[src/rtl/sa_macros.svh]
`ifndef SA_MACROS_SVH
`define SA_MACROS_SVH

// rows and columns of the square array
`define SA_PE_SIZE 2

// ifmap and weight element width
`define SA_DATA_WIDTH 8

// accumulated sum width
`define SA_PSUM_WIDTH 32

`endif
[src/rtl/sa_pkg.sv]
package sa_pkg;

    `include "sa_macros.svh"

    // single signed ifmap or weight element
    typedef logic signed [`SA_DATA_WIDTH-1:0] data_t;

    // single signed partial or final sum
    typedef logic signed [`SA_PSUM_WIDTH-1:0] psum_t;

    // element 0 sits in the low bits
    typedef data_t [`SA_PE_SIZE-1:0] data_vec_t;

    // one sum per column, element 0 low
    typedef psum_t [`SA_PE_SIZE-1:0] psum_vec_t;

    // preload window tracking
    typedef enum logic {
        LOAD_IDLE,
        LOAD_BUSY
    } load_state_e;

endpackage

[src/rtl/sa_engine.sv]
`include "sa_macros.svh"

module sa_engine (
    input  logic               clk,
    input  logic               rst_n,
    input  logic               preload_i,
    input  sa_pkg::data_vec_t  ifmap_i,
    input  logic               weight_valid_i,
    input  sa_pkg::data_vec_t  weight_i,
    output logic               result_valid_o,
    output sa_pkg::psum_vec_t  result_o
);

    logic                   ifmap_en;
    sa_pkg::data_vec_t      ifmap_row;
    logic [`SA_PE_SIZE-1:0] weight_en;
    sa_pkg::data_vec_t      weight_row;
    sa_pkg::psum_vec_t      psum_col;
    logic [`SA_PE_SIZE-1:0] psum_en_col;

    // decode: preload window and row skew
    sa_loader u_loader (
        .clk            (clk),
        .rst_n          (rst_n),
        .preload_i      (preload_i),
        .ifmap_i        (ifmap_i),
        .weight_valid_i (weight_valid_i),
        .weight_i       (weight_i),
        .ifmap_en_o     (ifmap_en),
        .ifmap_row_o    (ifmap_row),
        .weight_en_o    (weight_en),
        .weight_row_o   (weight_row)
    );

    sa_array u_array (
        .clk           (clk),
        .rst_n         (rst_n),
        .ifmap_en_i    (ifmap_en),
        .ifmap_row_i   (ifmap_row),
        .weight_en_i   (weight_en),
        .weight_row_i  (weight_row),
        .psum_col_o    (psum_col),
        .psum_en_col_o (psum_en_col)
    );

    // result: undo the column skew
    sa_deskew u_deskew (
        .clk            (clk),
        .rst_n          (rst_n),
        .psum_col_i     (psum_col),
        .psum_en_col_i  (psum_en_col),
        .result_valid_o (result_valid_o),
        .result_o       (result_o)
    );

endmodule

[src/rtl/sa_deskew.sv]
`include "sa_macros.svh"

module sa_deskew (
    input  logic                    clk,
    input  logic                    rst_n,
    input  sa_pkg::psum_vec_t       psum_col_i,
    input  logic [`SA_PE_SIZE-1:0]  psum_en_col_i,
    output logic                    result_valid_o,
    output sa_pkg::psum_vec_t       result_o
);

    localparam int N = `SA_PE_SIZE;

    logic [N-1:0]      en_aligned;
    sa_pkg::psum_vec_t data_aligned;
    logic              valid_q;
    sa_pkg::psum_vec_t result_q;

    // column c is c cycles late, pad it with N-1-c stages
    for (genvar c = 0; c < N; c++) begin : g_col
        localparam int DEPTH = N - 1 - c;

        if (DEPTH == 0) begin : g_direct
            assign en_aligned[c]   = psum_en_col_i[c];
            assign data_aligned[c] = psum_col_i[c];
        end else begin : g_delay
            logic [DEPTH-1:0] en_q;
            sa_pkg::psum_t    data_q [0:DEPTH-1];

            always_ff @(posedge clk or negedge rst_n) begin
                if (!rst_n) begin
                    en_q <= '0;
                end else begin
                    en_q[0] <= psum_en_col_i[c];
                    for (int s = 1; s < DEPTH; s++) begin
                        en_q[s] <= en_q[s-1];
                    end
                end
            end

            always_ff @(posedge clk) begin
                data_q[0] <= psum_col_i[c];
                for (int s = 1; s < DEPTH; s++) begin
                    data_q[s] <= data_q[s-1];
                end
            end

            assign en_aligned[c]   = en_q[DEPTH-1];
            assign data_aligned[c] = data_q[DEPTH-1];
        end
    end

    always_ff @(posedge clk or negedge rst_n) begin
        if (!rst_n) begin
            valid_q <= 1'b0;
        end else begin
            valid_q <= en_aligned[0];
        end
    end

    // holds the last vector between results
    always_ff @(posedge clk) begin
        if (en_aligned[0]) begin
            result_q <= data_aligned;
        end
    end

    assign result_valid_o = valid_q;
    assign result_o       = result_q;

    // skew in the array and the padding here must cancel exactly
    a_columns_aligned: assert property (
        @(posedge clk) disable iff (!rst_n) (en_aligned == '0) || (&en_aligned)
    );

endmodule

[src/rtl/sa_loader.sv]
`include "sa_macros.svh"

module sa_loader (
    input  logic                    clk,
    input  logic                    rst_n,
    input  logic                    preload_i,
    input  sa_pkg::data_vec_t       ifmap_i,
    input  logic                    weight_valid_i,
    input  sa_pkg::data_vec_t       weight_i,
    output logic                    ifmap_en_o,
    output sa_pkg::data_vec_t       ifmap_row_o,
    output logic [`SA_PE_SIZE-1:0]  weight_en_o,
    output sa_pkg::data_vec_t       weight_row_o
);

    localparam int N     = `SA_PE_SIZE;
    localparam int CNT_W = $clog2(N);

    sa_pkg::load_state_e state_q;
    logic [CNT_W-1:0]    cnt_q;

    // strobe cycle plus N-1 busy cycles
    always_ff @(posedge clk or negedge rst_n) begin
        if (!rst_n) begin
            state_q <= sa_pkg::LOAD_IDLE;
            cnt_q   <= '0;
        end else begin
            case (state_q)
                sa_pkg::LOAD_IDLE: begin
                    if (preload_i) begin
                        state_q <= sa_pkg::LOAD_BUSY;
                        cnt_q   <= CNT_W'(N - 2);
                    end
                end
                sa_pkg::LOAD_BUSY: begin
                    if (cnt_q == '0) begin
                        state_q <= sa_pkg::LOAD_IDLE;
                    end else begin
                        cnt_q <= cnt_q - 1'b1;
                    end
                end
                default: state_q <= sa_pkg::LOAD_IDLE;
            endcase
        end
    end

    assign ifmap_en_o  = preload_i || (state_q == sa_pkg::LOAD_BUSY);
    assign ifmap_row_o = ifmap_i;

    // row r delayed by 1+r cycles
    for (genvar r = 0; r < N; r++) begin : g_skew
        logic [r:0]    en_q;
        sa_pkg::data_t data_q [0:r];

        always_ff @(posedge clk or negedge rst_n) begin
            if (!rst_n) begin
                en_q <= '0;
            end else begin
                en_q[0] <= weight_valid_i;
                for (int s = 1; s <= r; s++) begin
                    en_q[s] <= en_q[s-1];
                end
            end
        end

        always_ff @(posedge clk) begin
            data_q[0] <= weight_i[r];
            for (int s = 1; s <= r; s++) begin
                data_q[s] <= data_q[s-1];
            end
        end

        assign weight_en_o[r]  = en_q[r];
        assign weight_row_o[r] = data_q[r];
    end

    // host must keep weights out of the preload window
    a_no_weight_in_preload: assert property (
        @(posedge clk) disable iff (!rst_n) !(weight_valid_i && ifmap_en_o)
    );

    a_no_restart_while_busy: assert property (
        @(posedge clk) disable iff (!rst_n)
        !(preload_i && (state_q == sa_pkg::LOAD_BUSY))
    );

endmodule

[src/rtl/sa_array.sv]
`include "sa_macros.svh"

module sa_array (
    input  logic                    clk,
    input  logic                    rst_n,
    input  logic                    ifmap_en_i,
    input  sa_pkg::data_vec_t       ifmap_row_i,
    input  logic [`SA_PE_SIZE-1:0]  weight_en_i,
    input  sa_pkg::data_vec_t       weight_row_i,
    output sa_pkg::psum_vec_t       psum_col_o,
    output logic [`SA_PE_SIZE-1:0]  psum_en_col_o
);

    localparam int N = `SA_PE_SIZE;

    // vertical chains, index [row][col], row N is the bottom edge
    sa_pkg::data_t ifmap_w   [0:N][0:N-1];
    sa_pkg::psum_t psum_w    [0:N][0:N-1];
    logic          psum_en_w [1:N][0:N-1];

    // horizontal chains, index [row][col], col N is the right edge
    sa_pkg::data_t weight_w    [0:N-1][0:N];
    logic          weight_en_w [0:N-1][0:N];

    for (genvar c = 0; c < N; c++) begin : g_top
        assign ifmap_w[0][c] = ifmap_row_i[c];
        // no external psum input, top of each column starts at zero
        assign psum_w[0][c]  = '0;
    end

    // weights enter from the left, already skewed per row
    for (genvar r = 0; r < N; r++) begin : g_left
        assign weight_w[r][0]    = weight_row_i[r];
        assign weight_en_w[r][0] = weight_en_i[r];
    end

    for (genvar r = 0; r < N; r++) begin : g_row
        for (genvar c = 0; c < N; c++) begin : g_col
            sa_pe u_pe (
                .clk         (clk),
                .rst_n       (rst_n),
                .ifmap_en_i  (ifmap_en_i),
                .ifmap_i     (ifmap_w[r][c]),
                .weight_en_i (weight_en_w[r][c]),
                .weight_i    (weight_w[r][c]),
                .psum_i      (psum_w[r][c]),
                .ifmap_o     (ifmap_w[r+1][c]),
                .weight_en_o (weight_en_w[r][c+1]),
                .weight_o    (weight_w[r][c+1]),
                .psum_en_o   (psum_en_w[r+1][c]),
                .psum_o      (psum_w[r+1][c])
            );
        end
    end

    // only the bottom row leaves the array
    for (genvar c = 0; c < N; c++) begin : g_bottom
        assign psum_col_o[c]    = psum_w[N][c];
        assign psum_en_col_o[c] = psum_en_w[N][c];
    end

endmodule

[src/rtl/sa_pe.sv]
module sa_pe (
    input  logic          clk,
    input  logic          rst_n,
    input  logic          ifmap_en_i,
    input  sa_pkg::data_t ifmap_i,
    input  logic          weight_en_i,
    input  sa_pkg::data_t weight_i,
    input  sa_pkg::psum_t psum_i,
    output sa_pkg::data_t ifmap_o,
    output logic          weight_en_o,
    output sa_pkg::data_t weight_o,
    output logic          psum_en_o,
    output sa_pkg::psum_t psum_o
);

    sa_pkg::data_t ifmap_q;
    sa_pkg::data_t weight_q;
    sa_pkg::psum_t psum_q;
    logic          en_q;
    logic signed [2*$bits(sa_pkg::data_t)-1:0] prod;

    // stationary operand, shifted in from the row above
    always_ff @(posedge clk or negedge rst_n) begin
        if (!rst_n) begin
            ifmap_q <= '0;
        end else if (ifmap_en_i) begin
            ifmap_q <= ifmap_i;
        end
    end

    // full precision product, both operands signed
    assign prod = ifmap_q * weight_i;

    always_ff @(posedge clk or negedge rst_n) begin
        if (!rst_n) begin
            en_q <= 1'b0;
        end else begin
            en_q <= weight_en_i;
        end
    end

    // weight goes right, psum goes down
    always_ff @(posedge clk) begin
        if (weight_en_i) begin
            weight_q <= weight_i;
            psum_q   <= psum_i + sa_pkg::psum_t'(prod);
        end
    end

    assign ifmap_o     = ifmap_q;
    assign weight_o    = weight_q;
    assign weight_en_o = en_q;
    assign psum_o      = psum_q;
    assign psum_en_o   = en_q;

    // preload and streaming must never overlap in a cell
    a_no_load_during_mac: assert property (
        @(posedge clk) disable iff (!rst_n) !(ifmap_en_i && weight_en_i)
    );

endmodule

[config.mk]
export PLATFORM = sky130hd
export DESIGN_NAME = sa_engine
export DESIGN_NICKNAME = d
export VERILOG_FILES = /design/src/rtl/sa_pkg.sv /design/src/rtl/sa_engine.sv /design/src/rtl/sa_deskew.sv /design/src/rtl/sa_loader.sv /design/src/rtl/sa_array.sv /design/src/rtl/sa_pe.sv
export VERILOG_INCLUDE_DIRS = /design/src /design/src/rtl
export SDC_FILE = /design/constraint.sdc
export NUM_CORES = 1
export LEC_CHECK = 0
export ABC_AREA = 1
export BUFFER_PORTS_ARGS = -buffer_cell sky130_fd_sc_hd__buf_2
export CORE_MARGIN = 2
export CORE_UTILIZATION = 50
export DETAILED_ROUTE_END_ITERATION = 10
export PLACE_DENSITY = 0.7
export SYNTH_ARGS = -nofsm -noshare
export SYNTH_HDL_FRONTEND = slang
export SYNTH_SLANG_ARGS = --single-unit
[constraint.sdc]
create_clock -name clk -period 4.2 [get_ports clk]
set_input_delay 0.84 -clock clk [delete_from_list [all_inputs] [get_ports clk]]
set_output_delay 0.84 -clock clk [all_outputs]
set_load 0.1 [all_outputs]
# Word level (Yosys, flattened, before mapping)
# Memory sizes are Yosys's and may differ from the RTL's. A register that Yosys moved wholly into a read port is not among the register bits.
# Cells that the tools add are included.
[word_totals]
memories = 3
word_cells = 38
inputBits = 36
regBits = 185
out_inout_bits = 65
mem_bits_rw = 56
[mem_list]
columns = ["name", "words", "width", "rd", "rd_ports_with_merged_regs", "write_ports", "line_no", "text"]
rows = [
  ["u_deskew.g_col[0].g_delay.data_q", 1, 32, 1, 1, 1, "sa_deskew.sv:28", "sa_pkg::psum_t data_q [0:DEPTH-1];"],
  ["u_loader.g_skew[1].data_q", 2, 8, 2, 0, 2, "sa_loader.sv:53", "sa_pkg::data_t data_q [0:r];"],
  ["u_loader.g_skew[0].data_q", 1, 8, 1, 0, 1, "sa_loader.sv:53", ""],
]
[op_classes]
mux = 6
reduce_logical = 1
n_eq_ne = 1
n_mul = 4
n_bitwise = 1
add_sub_neg = 3
[ops]
columns = ["cell", "n"]
rows = [
  ["$mul 8x8->16", 4],
  ["$add 16x16->17", 2],
  ["$mux 1", 4],
  ["$pmux 1 s2", 2],
  ["$ne 2x2->1 const B", 1],
  ["$logic_or 1x1->1", 1],
  ["$not 1->1", 1],
  ["$sub 1x1->1 const B", 1],
]

# Logic depth before layout (Yosys ltp)
# Gate-level depths: netlist of the first run.
[depth]
depth_word = 3
depth_mapped = 23
ltp_nobuf = 22

# Modules after synthesis
# From an unflattened synthesis of the first run, not the netlist that was laid out.
[hier_totals]
cells_unflattened = 3713
hier_area_um2 = 34408.0
[modules_own_cells]
columns = ["module", "cells_per_inst", "area_per_inst_um2", "seq_area_each_um2", "n_inst"]
rows = [
  ["sa_pe (u_array.g_row[0].g_col[1].u_pe ...)", 892, 7739.9, 1426.4, 2],
  ["sa_pe (u_array.g_row[1].g_col[1].u_pe)", 880, 7778.7, 1426.4, 1],
  ["sa_pe (u_array.g_row[0].g_col[0].u_pe)", 892, 7757.4, 1426.4, 1],
  ["sa_deskew", 98, 2612.5, 2612.5, 1],
  ["sa_loader", 56, 760.7, 555.5, 1],
  ["sa_array", 3, 18.8, 0.0, 1],
]

# Worst setup path after synthesis of the first run
# No wires, ideal clock.
[synth_timing]
path_kind = "reg-to-reg"
start = "reg u_array.g_row[1].g_col[0].u_pe.ifmap_q[7]"
end = "reg u_array.g_row[1].g_col[0].u_pe.psum_q[30] (data pin)"
synth_period_minus_slack_ns = 4.459
arrival_ns = 4.207
setup_time_ns = 0.252
stages_incl_launch_ff = 20
required_time_ns = 3.948
slack_ns = -0.259
path_buffers = 1
path_cell_list = "dfrtp_1 > clkbuf_1 > nand2_1 > inv_1 > fa_1 > fa_1 > fa_1 > inv_1 > fa_1 > inv_1 > ha_1 > ha_1 > a21oi_1 > nand2_1 > nand2_1 > nand2_1 > nor2_1 > inv_1 > nand2_1 > nand2_1"
[synth_between]
elab_chain_cells = 2
[synth_lines]
columns = ["item", "line_no", "text"]
rows = [
  ["from (decl)", "sa_pe.sv:16", "sa_pkg::data_t ifmap_q;"],
  ["from (signal assigned)", "sa_pe.sv:27", "ifmap_q <= ifmap_i;"],
  ["$mul 8x8->16", "sa_pe.sv:32", "assign prod = ifmap_q * weight_i;"],
  ["$add 16x16->17", "sa_pe.sv:46", "psum_q <= psum_i + sa_pkg::psum_t'(prod);"],
  ["to (signal assigned)", "sa_pe.sv:46", ""],
  ["to (decl)", "sa_pe.sv:18", "sa_pkg::psum_t psum_q;"],
]
# No other way between the ends.
# A chain may end at the register's enable or synchronous reset.

# Worst setup path after layout of the first run
# Same ends and word-level chain as after synthesis.

==> metrics.yaml, run 1 <==
dp_cells: 2473
dieArea_sq_mm: 0.0369
cts_buffers: 17
vias_per_cell: 4.75
num_rows: 68
r2r_end: "u_array.g_row[1].g_col[0].u_pe.psum_o[30]$_DFFE_PP_"
worstReg2RegStart: "u_array.g_row[1].g_col[0].u_pe.ifmap_o[7]$_DFFE_PN0P_"
cts.reportedPaths.clkPinSlew_ns: 0.08
drc: 0
track_usage: 0.196
core_area_sq_mm: 0.0347
worstSetupPathType: "reg -> reg"
postCtsHoldBufs: 0
synth-seq-cells: 195
root_buffer: "clkbuf_16"
fin_skew_ns: 0.0190
final_cells: 2528
crit_required_ns: 4.42
layout-drive-gt1-share: 0.230
place_hpwl_mm: 28.0
synthTopCellsByArea: "fa_1 30%, edfxtp_1 20%, inv_1 11%"
synthTopCellsByCount: "500 x inv_1, 427 x nand2_1, 262 x fa_1, 136 x ha_1, 116 x edfxtp_1"
avgSynthCellArea_sq_um: 9.37
gr-total-overflow: 0
dr.pass1.iters: 5
clockBufferDepth: 2
grt_pass1_vias: 12600
hp-class: "reg -> reg"
synth_simple_gate_area_frac: 0.129
synth_compound_area_frac: 0.0238
rsz0062_at_grt: "true"
setup_viol: 14
synthMostInstantiatedCell: "inv_1"
synth_xor_area_frac: 0.0158
timing.slew.headroom: 0.310
ys.flop_type: "edfxtp_1"
fmax_mhz: 231
synthCells: 1888
vias: 12000
cts_tree: "built"
synth_mux_area_frac: 0.00764
synth_top_family_by_area: "adder cells"
diodes: 0
min_path_cells: 0
async_flop_share: 0.195
r2r_cells: 18
dr.first_iter.drc_count: 552
cts_sinks: 195
cp.arrival_ns: 4.54
antenna_found_initial: 0
yosys.area.top_type: "fa_1"
min_from: "u_loader.g_skew[1].data_q[0][6]$_DFF_P_"
drv_slew: 0
min_period_over_period: 1.03
hold_end: "u_loader.g_skew[1].data_q[0][14]$_DFF_P_"
worstSetupEndpointType: "register"
violations: "negative setup slack"
wl_per_cell_um: 13.7
die_h_um: 192
status: "finished with violations"
cap_violations: 0
grt_first_pass_wirelength_mm: 57.6
htree_num_levels: 4
hold_viol: 0
gp_congestion: 0.899
r2r_slack_ns: -0.12
synth_nets: 2322
worstMarginPinSlew_ns: 1.04
crit_path_max_fanout: 5
routed_wl_mm: 34.7
ios: 101
synth_edf_count: 116
fin_tns_setup_ns: -0.807
initial_core_util: 0.510
area_growth_pct: 18.3
startpoint_type: "register"
yosys_warnings: 0
fin_ws_ns: -0.121
grt_max_degree: 53
synth_top_area_share: 0.297
synth_area_sq_mm: 0.0177
ant_nets: 0
die_x_um: 192
min_period_ns: 4.32
dp_slack_ns: -0.181
synth-adder-area-share: 0.393
fill_cells: 2856
clkLatencyLatePin_ns: 0.46
final_nets: 2494
yosysSeqAreaShare: 0.297
utilization: 0.603
post_synth_num_cell_types: 34
portBuffers: 100
[stage by stage]
stage | hold WS [ns] | instance area, sq um
finish | 0.329 | 20900
CTS | 0.330 | 20300
global route | 0.332 | 20900
detailed placement | 0.313 | 19400
global placement | 0.314 | 19400
floorplan | 0.310 | 17900
[routing by layer]
metal	routed length [um]	global-route usage	vias up
li1	-	-	5853
met1	15600	0.261	5855
met2	17100	0.340	268
met3	1660	0.0301	27
met4	381	0.0461	0
met5	0	0	-
[registers in the layout, summed over array words and instances (netlist names)]
register / cells
u_deskew.g_col.g_delay.en_q: 1
u_loader.g_skew.en_q: 1
u_deskew.g_col.g_delay.data_q: 17
u_array.g_row.g_col.u_pe.weight_o: 16
u_array.g_row.g_col.u_pe.ifmap_o: 32
u_array.g_row.g_col.u_pe.psum_en_o: 2
u_deskew.result_o: 34
u_deskew.result_valid_o: 1
u_array.g_row.g_col.u_pe.psum_o: 66
u_loader.state_q: 1
u_loader.g_skew.data_q: 24
[cell usage in the layout (no fill, tap or decap), types with 11 or more instances in the layout]
cell / count
edfxtp_1: 116
o21ai_0: 15
dfxtp_1: 33
buf_2: 100
buf_4: 138
xnor2_1: 12
nand3_1: 36
a21oi_1: 23
ha_1: 97
ha_4: 38
dfrtp_1: 25
clkbuf_16: 17
nand2_2: 30
fa_1: 256
dfrtp_2: 13
nand2_1: 391
a21oi_2: 13
buf_6: 11
nor2_1: 63
inv_1: 480
nor2_2: 17
inv_2: 16
xor2_1: 20
[cell type report]
class,instances,area (sq um),share of cell area
inverter,501,1900,0.0907
multi-input combinational,1095,10900,0.522
timing repair buffer,250,1680,0.0803
clock inverter,14,139,0.00664
clock buffer,18,429,0.0205
sequential,195,5280,0.252
tap,455,569,0.0272
[logic make-up after synthesis]
family,count (synthesis)
buf+inv,598
simple gates,578
fa+ha+maj,398
flops,195
compound gates,75
xor+xnor,32
mux,12
[timing repair]
action                     CTS  global route
resized for setup           55           135
pin swaps                   27            35
buffers inserted             5            18
cloned                       0             0
setup endpoints to repair   17            31
[critical path, stage by stage (launching register included)]
cell and delay, ns:
dfrtp_2 0.45, nand2_2 0.10, clkinvlp_4 0.14, buf_6 0.16
fa_1 0.58, inv_2 0.05, fa_1 0.46, fa_1 0.51
inv_1 0.05, fa_1 0.55, ha_4 0.22, ha_4 0.29
nand2_4 0.05, a21oi_1 0.18, nor2_2 0.07, nand2_1 0.08
nor2_2 0.04, nand3_1 0.07, nand2_1 0.05
[worst max-delay path by stage]
stage,startpoint,to,slack [ns],cells past startpoint
4_1_cts,u_array.g_row[1].g_col[0].u_pe.ifmap_o[7]$_DFFE_PN0P_,u_array.g_row[1].g_col[0].u_pe.psum_o[30]$_DFFE_PP_,-0.12,18
6_report,u_array.g_row[1].g_col[0].u_pe.ifmap_o[7]$_DFFE_PN0P_,u_array.g_row[1].g_col[0].u_pe.psum_o[30]$_DFFE_PP_,-0.12,18
2_1_floorplan,u_array.g_row[1].g_col[0].u_pe.ifmap_o[7]$_DFFE_PN0P_,u_array.g_row[1].g_col[0].u_pe.psum_o[30]$_DFFE_PP_,-0.07,18
3_5_place_dp,u_array.g_row[1].g_col[0].u_pe.ifmap_o[7]$_DFFE_PN0P_,u_array.g_row[1].g_col[0].u_pe.psum_o[30]$_DFFE_PP_,-0.18,18
5_1_grt,u_array.g_row[1].g_col[0].u_pe.ifmap_o[7]$_DFFE_PN0P_,u_array.g_row[1].g_col[0].u_pe.psum_o[13]$_DFFE_PP_,-0.30,15
3_3_place_gp,u_array.g_row[1].g_col[0].u_pe.ifmap_o[7]$_DFFE_PN0P_,u_array.g_row[1].g_col[0].u_pe.psum_o[30]$_DFFE_PP_,-0.13,18
Power of run 1 is left out: the tool's default activity adds up to more than one toggle a clock period on the data nets, which glitch-free logic cannot reach.
==> inputs of run 2 (changes only) <==
Settings changed: BUFFER_PORTS_ARGS -buffer_cell sky130_fd_sc_hd__buf_2 to unset, DONT_BUFFER_PORTS set to 1, PLACE_DENSITY 0.7 to 0.68.
==> run 2 against run 1 <==
The run still ends with negative setup slack left. Hold slack got worse by 0.26 ns. Via count fell by 2.2%. Sequential share of layout area is 0.25 points higher. Critical endpoint is now u_array.g_row[1].g_col[1].u_pe.psum_o[30]$_DFFE_PP_. Largest cell class unchanged.
==> metrics.yaml, run 2 (synthesis gave the netlist of run 1 again) <==
grt_max_degree: 53
ios: 101
cts.reportedPaths.clkPinSlew_ns: 0.08
fin_ws_ns: -0.131
gr-total-overflow: 0
hold_viol: 0
fmax_mhz: 231
initial_core_util: 0.510
die_h_um: 192
dr.first_iter.drc_count: 595
grt_pass1_vias: 12500
final_nets: 2410
cp_slowest_stage_delay_ns: 0.58
fill_cells: 2897
min_period_over_period: 1.03
crit_slowest_cell: "fa_1"
cts_sinks: 195
fin_skew_ns: 0.0205
antenna_found_initial: 1
cts_buffers: 17
cp.arrival_ns: 4.54
htree_num_levels: 4
multi_input_area_sq_mm: 0.0110
startpoint_type: "register"
area_growth_pct: 17.2
root_buffer: "clkbuf_16"
dieArea_sq_mm: 0.0369
drc: 0
portBuffers: 0
status: "finished with violations"
setup_viol: 14
path_delay_family: "adder cells"
grt_first_pass_wirelength_mm: 57.8
rsz0062_at_grt: "true"
crit_required_ns: 4.41
cap_violations: 0
vias_per_cell: 4.80
dr.pass1.iters: 5
seq_area_sq_mm: 0.00529
hp-class: "in -> async"
cp_num_buf_inv: 4
holdWs_ns: 0.0692
core_area_sq_mm: 0.0347
layout-drive-gt1-share: 0.202
clkLatencyLatePin_ns: 0.46
cts_tree: "built"
worstSetupEndpointType: "register"
vias: 11700
drv_slew: 0
crit_path_max_fanout: 6
ant_nets: 0
min_period_ns: 4.33
timing.slew.headroom: 0.314
gp_congestion: 0.885
die_x_um: 192
largest_register_ffs: 66
violations: "negative setup slack"
cp_common_cell: "fa_1"
worstMarginPinSlew_ns: 1.03
clockBufferDepth: 2
worstSetupPathType: "reg -> reg"
wl_per_cell_um: 14.2
utilization: 0.597
track_usage: 0.198
final_cell_mix: "481 x inv_1, 386 x nand2_1, 252 x fa_1, 142 x buf_4, 116 x edfxtp_1"
crit_chain: "buf_6, nand2_4, fa_1, buf_6, fa_1, inv_2, fa_1, fa_1, ha_4, ha_4, nand2_1, nor2_2, nand3_2, nand3_2, inv_1, nand2_1, nand2_1"
routed_wl_mm: 34.6
place_hpwl_mm: 27.9
final_common_cell: "inv_1"
num_rows: 68
[run 2: changes by cell type in the layout (fill, tap and decap cells not counted), moves of 5 or more]
cell | before | now
buf_6 | 11 | 16
buf_2 | 100 | 0
nand2_1 | 391 | 386
nand2_4 | 8 | 14
[run 2: worst paths after layout]
check                                                                     startpoint                                               endpoint  slack, ns  cells after the start
worst max register to register  u_array.g_row[1].g_col[0].u_pe.weight_o[4]$_DFFE_PP_    u_array.g_row[1].g_col[1].u_pe.psum_o[30]$_DFFE_PP_      -0.13                     17
worst min register to register               u_loader.g_skew[1].data_q[0][6]$_DFF_P_               u_loader.g_skew[1].data_q[0][14]$_DFF_P_       0.33                      0
max in group asynchronous                                                      rst_n     u_array.g_row[0].g_col[0].u_pe.psum_en_o$_DFF_PN0_       4.01                      0
worst min-delay path                                                           rst_n  u_array.g_row[1].g_col[0].u_pe.ifmap_o[4]$_DFFE_PN0P_       0.07                      0
worst max-delay path            u_array.g_row[1].g_col[0].u_pe.weight_o[4]$_DFFE_PP_    u_array.g_row[1].g_col[1].u_pe.psum_o[30]$_DFFE_PP_      -0.13                     17
min in group clk                             u_loader.g_skew[1].data_q[0][6]$_DFF_P_               u_loader.g_skew[1].data_q[0][14]$_DFF_P_       0.33                      0
[run 2: final cells by class]
cell class / count / area share
clock buffer: 17 / 0.0205
timing repair buffer: 166 / 0.0689
multi-input combinational: 1095 / 0.529
clock inverter: 15 / 0.00796
sequential: 195 / 0.255
antenna: 1 / 0.000121
tap: 455 / 0.0275
inverter: 501 / 0.0913
[run 2: metrics by stage]
| step | instances | area (sq um) | setup WS (ns) | setup TNS (ns) |
|---|---|---|---|---|
| 6_report | 2445 | 20700 | -0.131 | -0.871 |
| 3_5_place_dp | 2386 | 19100 | -0.209 | -1.75 |
| 2_1_floorplan | 1888 | 17900 | -0.0663 | -0.151 |
| 3_3_place_gp | 2386 | 19100 | -0.132 | -0.721 |
| 5_1_grt | 2445 | 20700 | -0.309 | -3.60 |
| 4_1_cts | 2427 | 20200 | -0.114 | -0.638 |
[run 2: per-layer routing]
layer	routed length, um	vias up	global-route usage
met1	15800	5779	0.266
li1	-	5685	-
met5	0	-	0
met4	473	0	0.0479
met3	1420	37	0.0329
met2	16900	233	0.338
[run 2: timing repair]
| action | 4_1_cts | 5_1_grt |
|---|---|---|
| cloned | 0 | 0 |
| buffers inserted | 9 | 17 |
| setup endpoints to repair | 17 | 33 |
| resized for setup | 86 | 122 |
| pin swaps | 44 | 79 |
| hold buffers | 0 | 0 |
Power of run 2 is left out for the same reason.
==> inputs of run 3 (changes only) <==
--- a/config.mk
+++ b/config.mk
@@ -12,5 +12,4 @@
 export DETAILED_ROUTE_END_ITERATION = 10
 export DONT_BUFFER_PORTS = 1
-export PLACE_DENSITY = 0.68
 export SYNTH_ARGS = -nofsm -noshare
 export SYNTH_HDL_FRONTEND = slang
==> constraint.sdc (replaced) <==
create_clock -name clk -period 4.5 [get_ports clk]
set_input_delay 0.9 -clock clk [delete_from_list [all_inputs] [get_ports clk]]
set_output_delay 0.9 -clock clk [all_outputs]
set_load 0.005 [all_outputs]
==> run 3 against run 2 <==
The flow now finishes without violations. Via count down 5.1%. Clock skew down 0.0014 ns. Clock-buffer cell count up 1. Design area down 5.7%. Sequential cell count unchanged. Worst setup slack better by 0.22 ns. Core utilization down 3.4 points. First-iteration DRC count down 23%. Sequential share of layout area up 1.5 points. Final cell count down 3.5%. Critical path type unchanged. Highest routed layer unchanged.
==> metrics.yaml, run 3 (synthesis gave the netlist of run 1 again) <==
portBuffers: 0
gr-total-overflow: 0
vias: 11100
dr.pass1.iters: 5
diodes: 0
dr.first_iter.drc_count: 458
cp_common_cell: "fa_1"
hold_viol: 0
final_nets: 2325
clockBufferDepth: 2
die_h_um: 192
worstMarginPinSlew_ns: 0.979
utilization: 0.564
crit_chain: "nand2_4, clkinvlp_4, buf_4, fa_1, fa_1, fa_1, fa_1, ha_1, ha_4, a21oi_2, nor2_1, nor2_1, nand2_2, buf_4, xor2_1"
fin_skew_ns: 0.0191
track_usage: 0.195
initial_core_util: 0.510
postCtsHoldBufs: 0
crit_path_max_fanout: 7
cts.reportedPaths.clkPinSlew_ns: 0.09
cts_sinks: 195
num_rows: 68
grt_first_pass_wirelength_mm: 56.1
dp_cells: 2294
fmax_mhz: 227
cts_tree: "built"
setup_viol: 0
htree_num_levels: 4
die_x_um: 192
root_buffer: "clkbuf_16"
status: "finished, final reports clean"
cp_slowest_stage_delay_ns: 0.57
crit_slowest_cell: "fa_1"
ant_nets: 0
antenna_found_initial: 0
cap_violations: 0
timing.slew.headroom: 0.347
worstSetupPathType: "reg -> reg"
cts_buffers: 17
grt_max_degree: 43
cp.arrival_ns: 4.62
largest_register_ffs: 66
vias_per_cell: 4.72
min_period_over_period: 0.980
grt_pass1_vias: 11700
gp_congestion: 0.843
final_cell_mix: "490 x inv_1, 401 x nand2_1, 255 x fa_1, 116 x edfxtp_1, 111 x ha_1"
layout-drive-gt1-share: 0.129
clkLatencyLatePin_ns: 0.46
drv_slew: 0
crit_required_ns: 4.71
startpoint_type: "register"
hp-class: "in -> async"
area_growth_pct: 10.6
place_hpwl_mm: 27.3
wl_per_cell_um: 14.2
final_cells: 2359
routed_wl_mm: 33.5
rsz0062_at_grt: "true"
dieArea_sq_mm: 0.0369
worstSetupEndpointType: "register"
min_period_ns: 4.41
ios: 101
final_common_cell: "inv_1"
drc: 0
core_area_sq_mm: 0.0347
run 3: changes by cell type in the layout (fill, tap and decap cells not counted), sizes merged:
cell,before,now
inv,508,506
clkinvlp,3,2
buf,166,81
clkbuf,17,18
diode,1,0
bufinv,1,0
clkinv,4,7
run 3: timing repair:
action / 4_1_cts / 5_1_grt
setup endpoints to repair: 6 / 18
buffers inserted: 0 / 33
endpoints found under the hold margin: 0 / 0
gates resized for setup: 6 / 114
pin swaps: 1 / 54
run 3: critical path: cells and delay by family (launching register included):
| kind | cells | cell delay, ns |
|---|---|---|
| AO/OA/AOI/OAI | 1 | 0.16 |
| XOR/XNOR | 1 | 0.13 |
| adder cells (fa/ha/maj) | 6 | 2.51 |
| buffers and inverters | 3 | 0.48 |
| AND/OR/NAND/NOR | 4 | 0.40 |
| flip-flops | 1 | 0.47 |
run 3: through the flow:
step                      area [sq um]  worst slack [ns]  hold WS (ns)  TNS (ns)
after floorplan                  17700            0.0406         0.310         0
after global placement           18100            0.0126         0.313         0
after detailed placement         18100           -0.0730         0.322    -0.225
after CTS                        18800           0.00583        0.0967         0
after global routing             19600           -0.0805        0.0996    -0.420
final                            19600            0.0887         0.124         0
run 3: layer usage:
metal	wire length (um)	vias up	global-route usage
li1	-	5509	-
met1	16300	5403	0.275
met2	15500	195	0.318
met3	1170	23	0.0259
met4	466	0	0.0508
met5	0	-	0
run 3: final timing paths:
check / from / to / slack [ns] / cells after the start
max in group asynchronous: rst_n / u_array.g_row[1].g_col[1].u_pe.ifmap_o[3]$_DFFE_PN0P_ / 4.27 / 0
min reg2reg: u_loader.g_skew[1].data_q[0][5]$_DFF_P_ / u_loader.g_skew[1].data_q[0][13]$_DFF_P_ / 0.32 / 0
max reg2reg: u_array.g_row[1].g_col[0].u_pe.weight_o[0]$_DFFE_PP_ / u_array.g_row[1].g_col[1].u_pe.psum_o[11]$_DFFE_PP_ / 0.09 / 15
min: rst_n / u_array.g_row[1].g_col[1].u_pe.ifmap_o[1]$_DFFE_PN0P_ / 0.12 / 0
min in group clk: u_loader.g_skew[1].data_q[0][5]$_DFF_P_ / u_loader.g_skew[1].data_q[0][13]$_DFF_P_ / 0.32 / 0
max: u_array.g_row[1].g_col[0].u_pe.weight_o[0]$_DFFE_PP_ / u_array.g_row[1].g_col[1].u_pe.psum_o[11]$_DFFE_PP_ / 0.09 / 15
run 3: area by class of cell:
cell class                 count  area, sq um
sequential                   195         5280
fill                        3106        15200
multi-input combinational   1095        10500
timing repair buffer          81          637
tap                          455          569
inverter                     501         1890
clock buffer                  18          450
clock inverter                14          193
Power of run 3 is left out for the same reason.
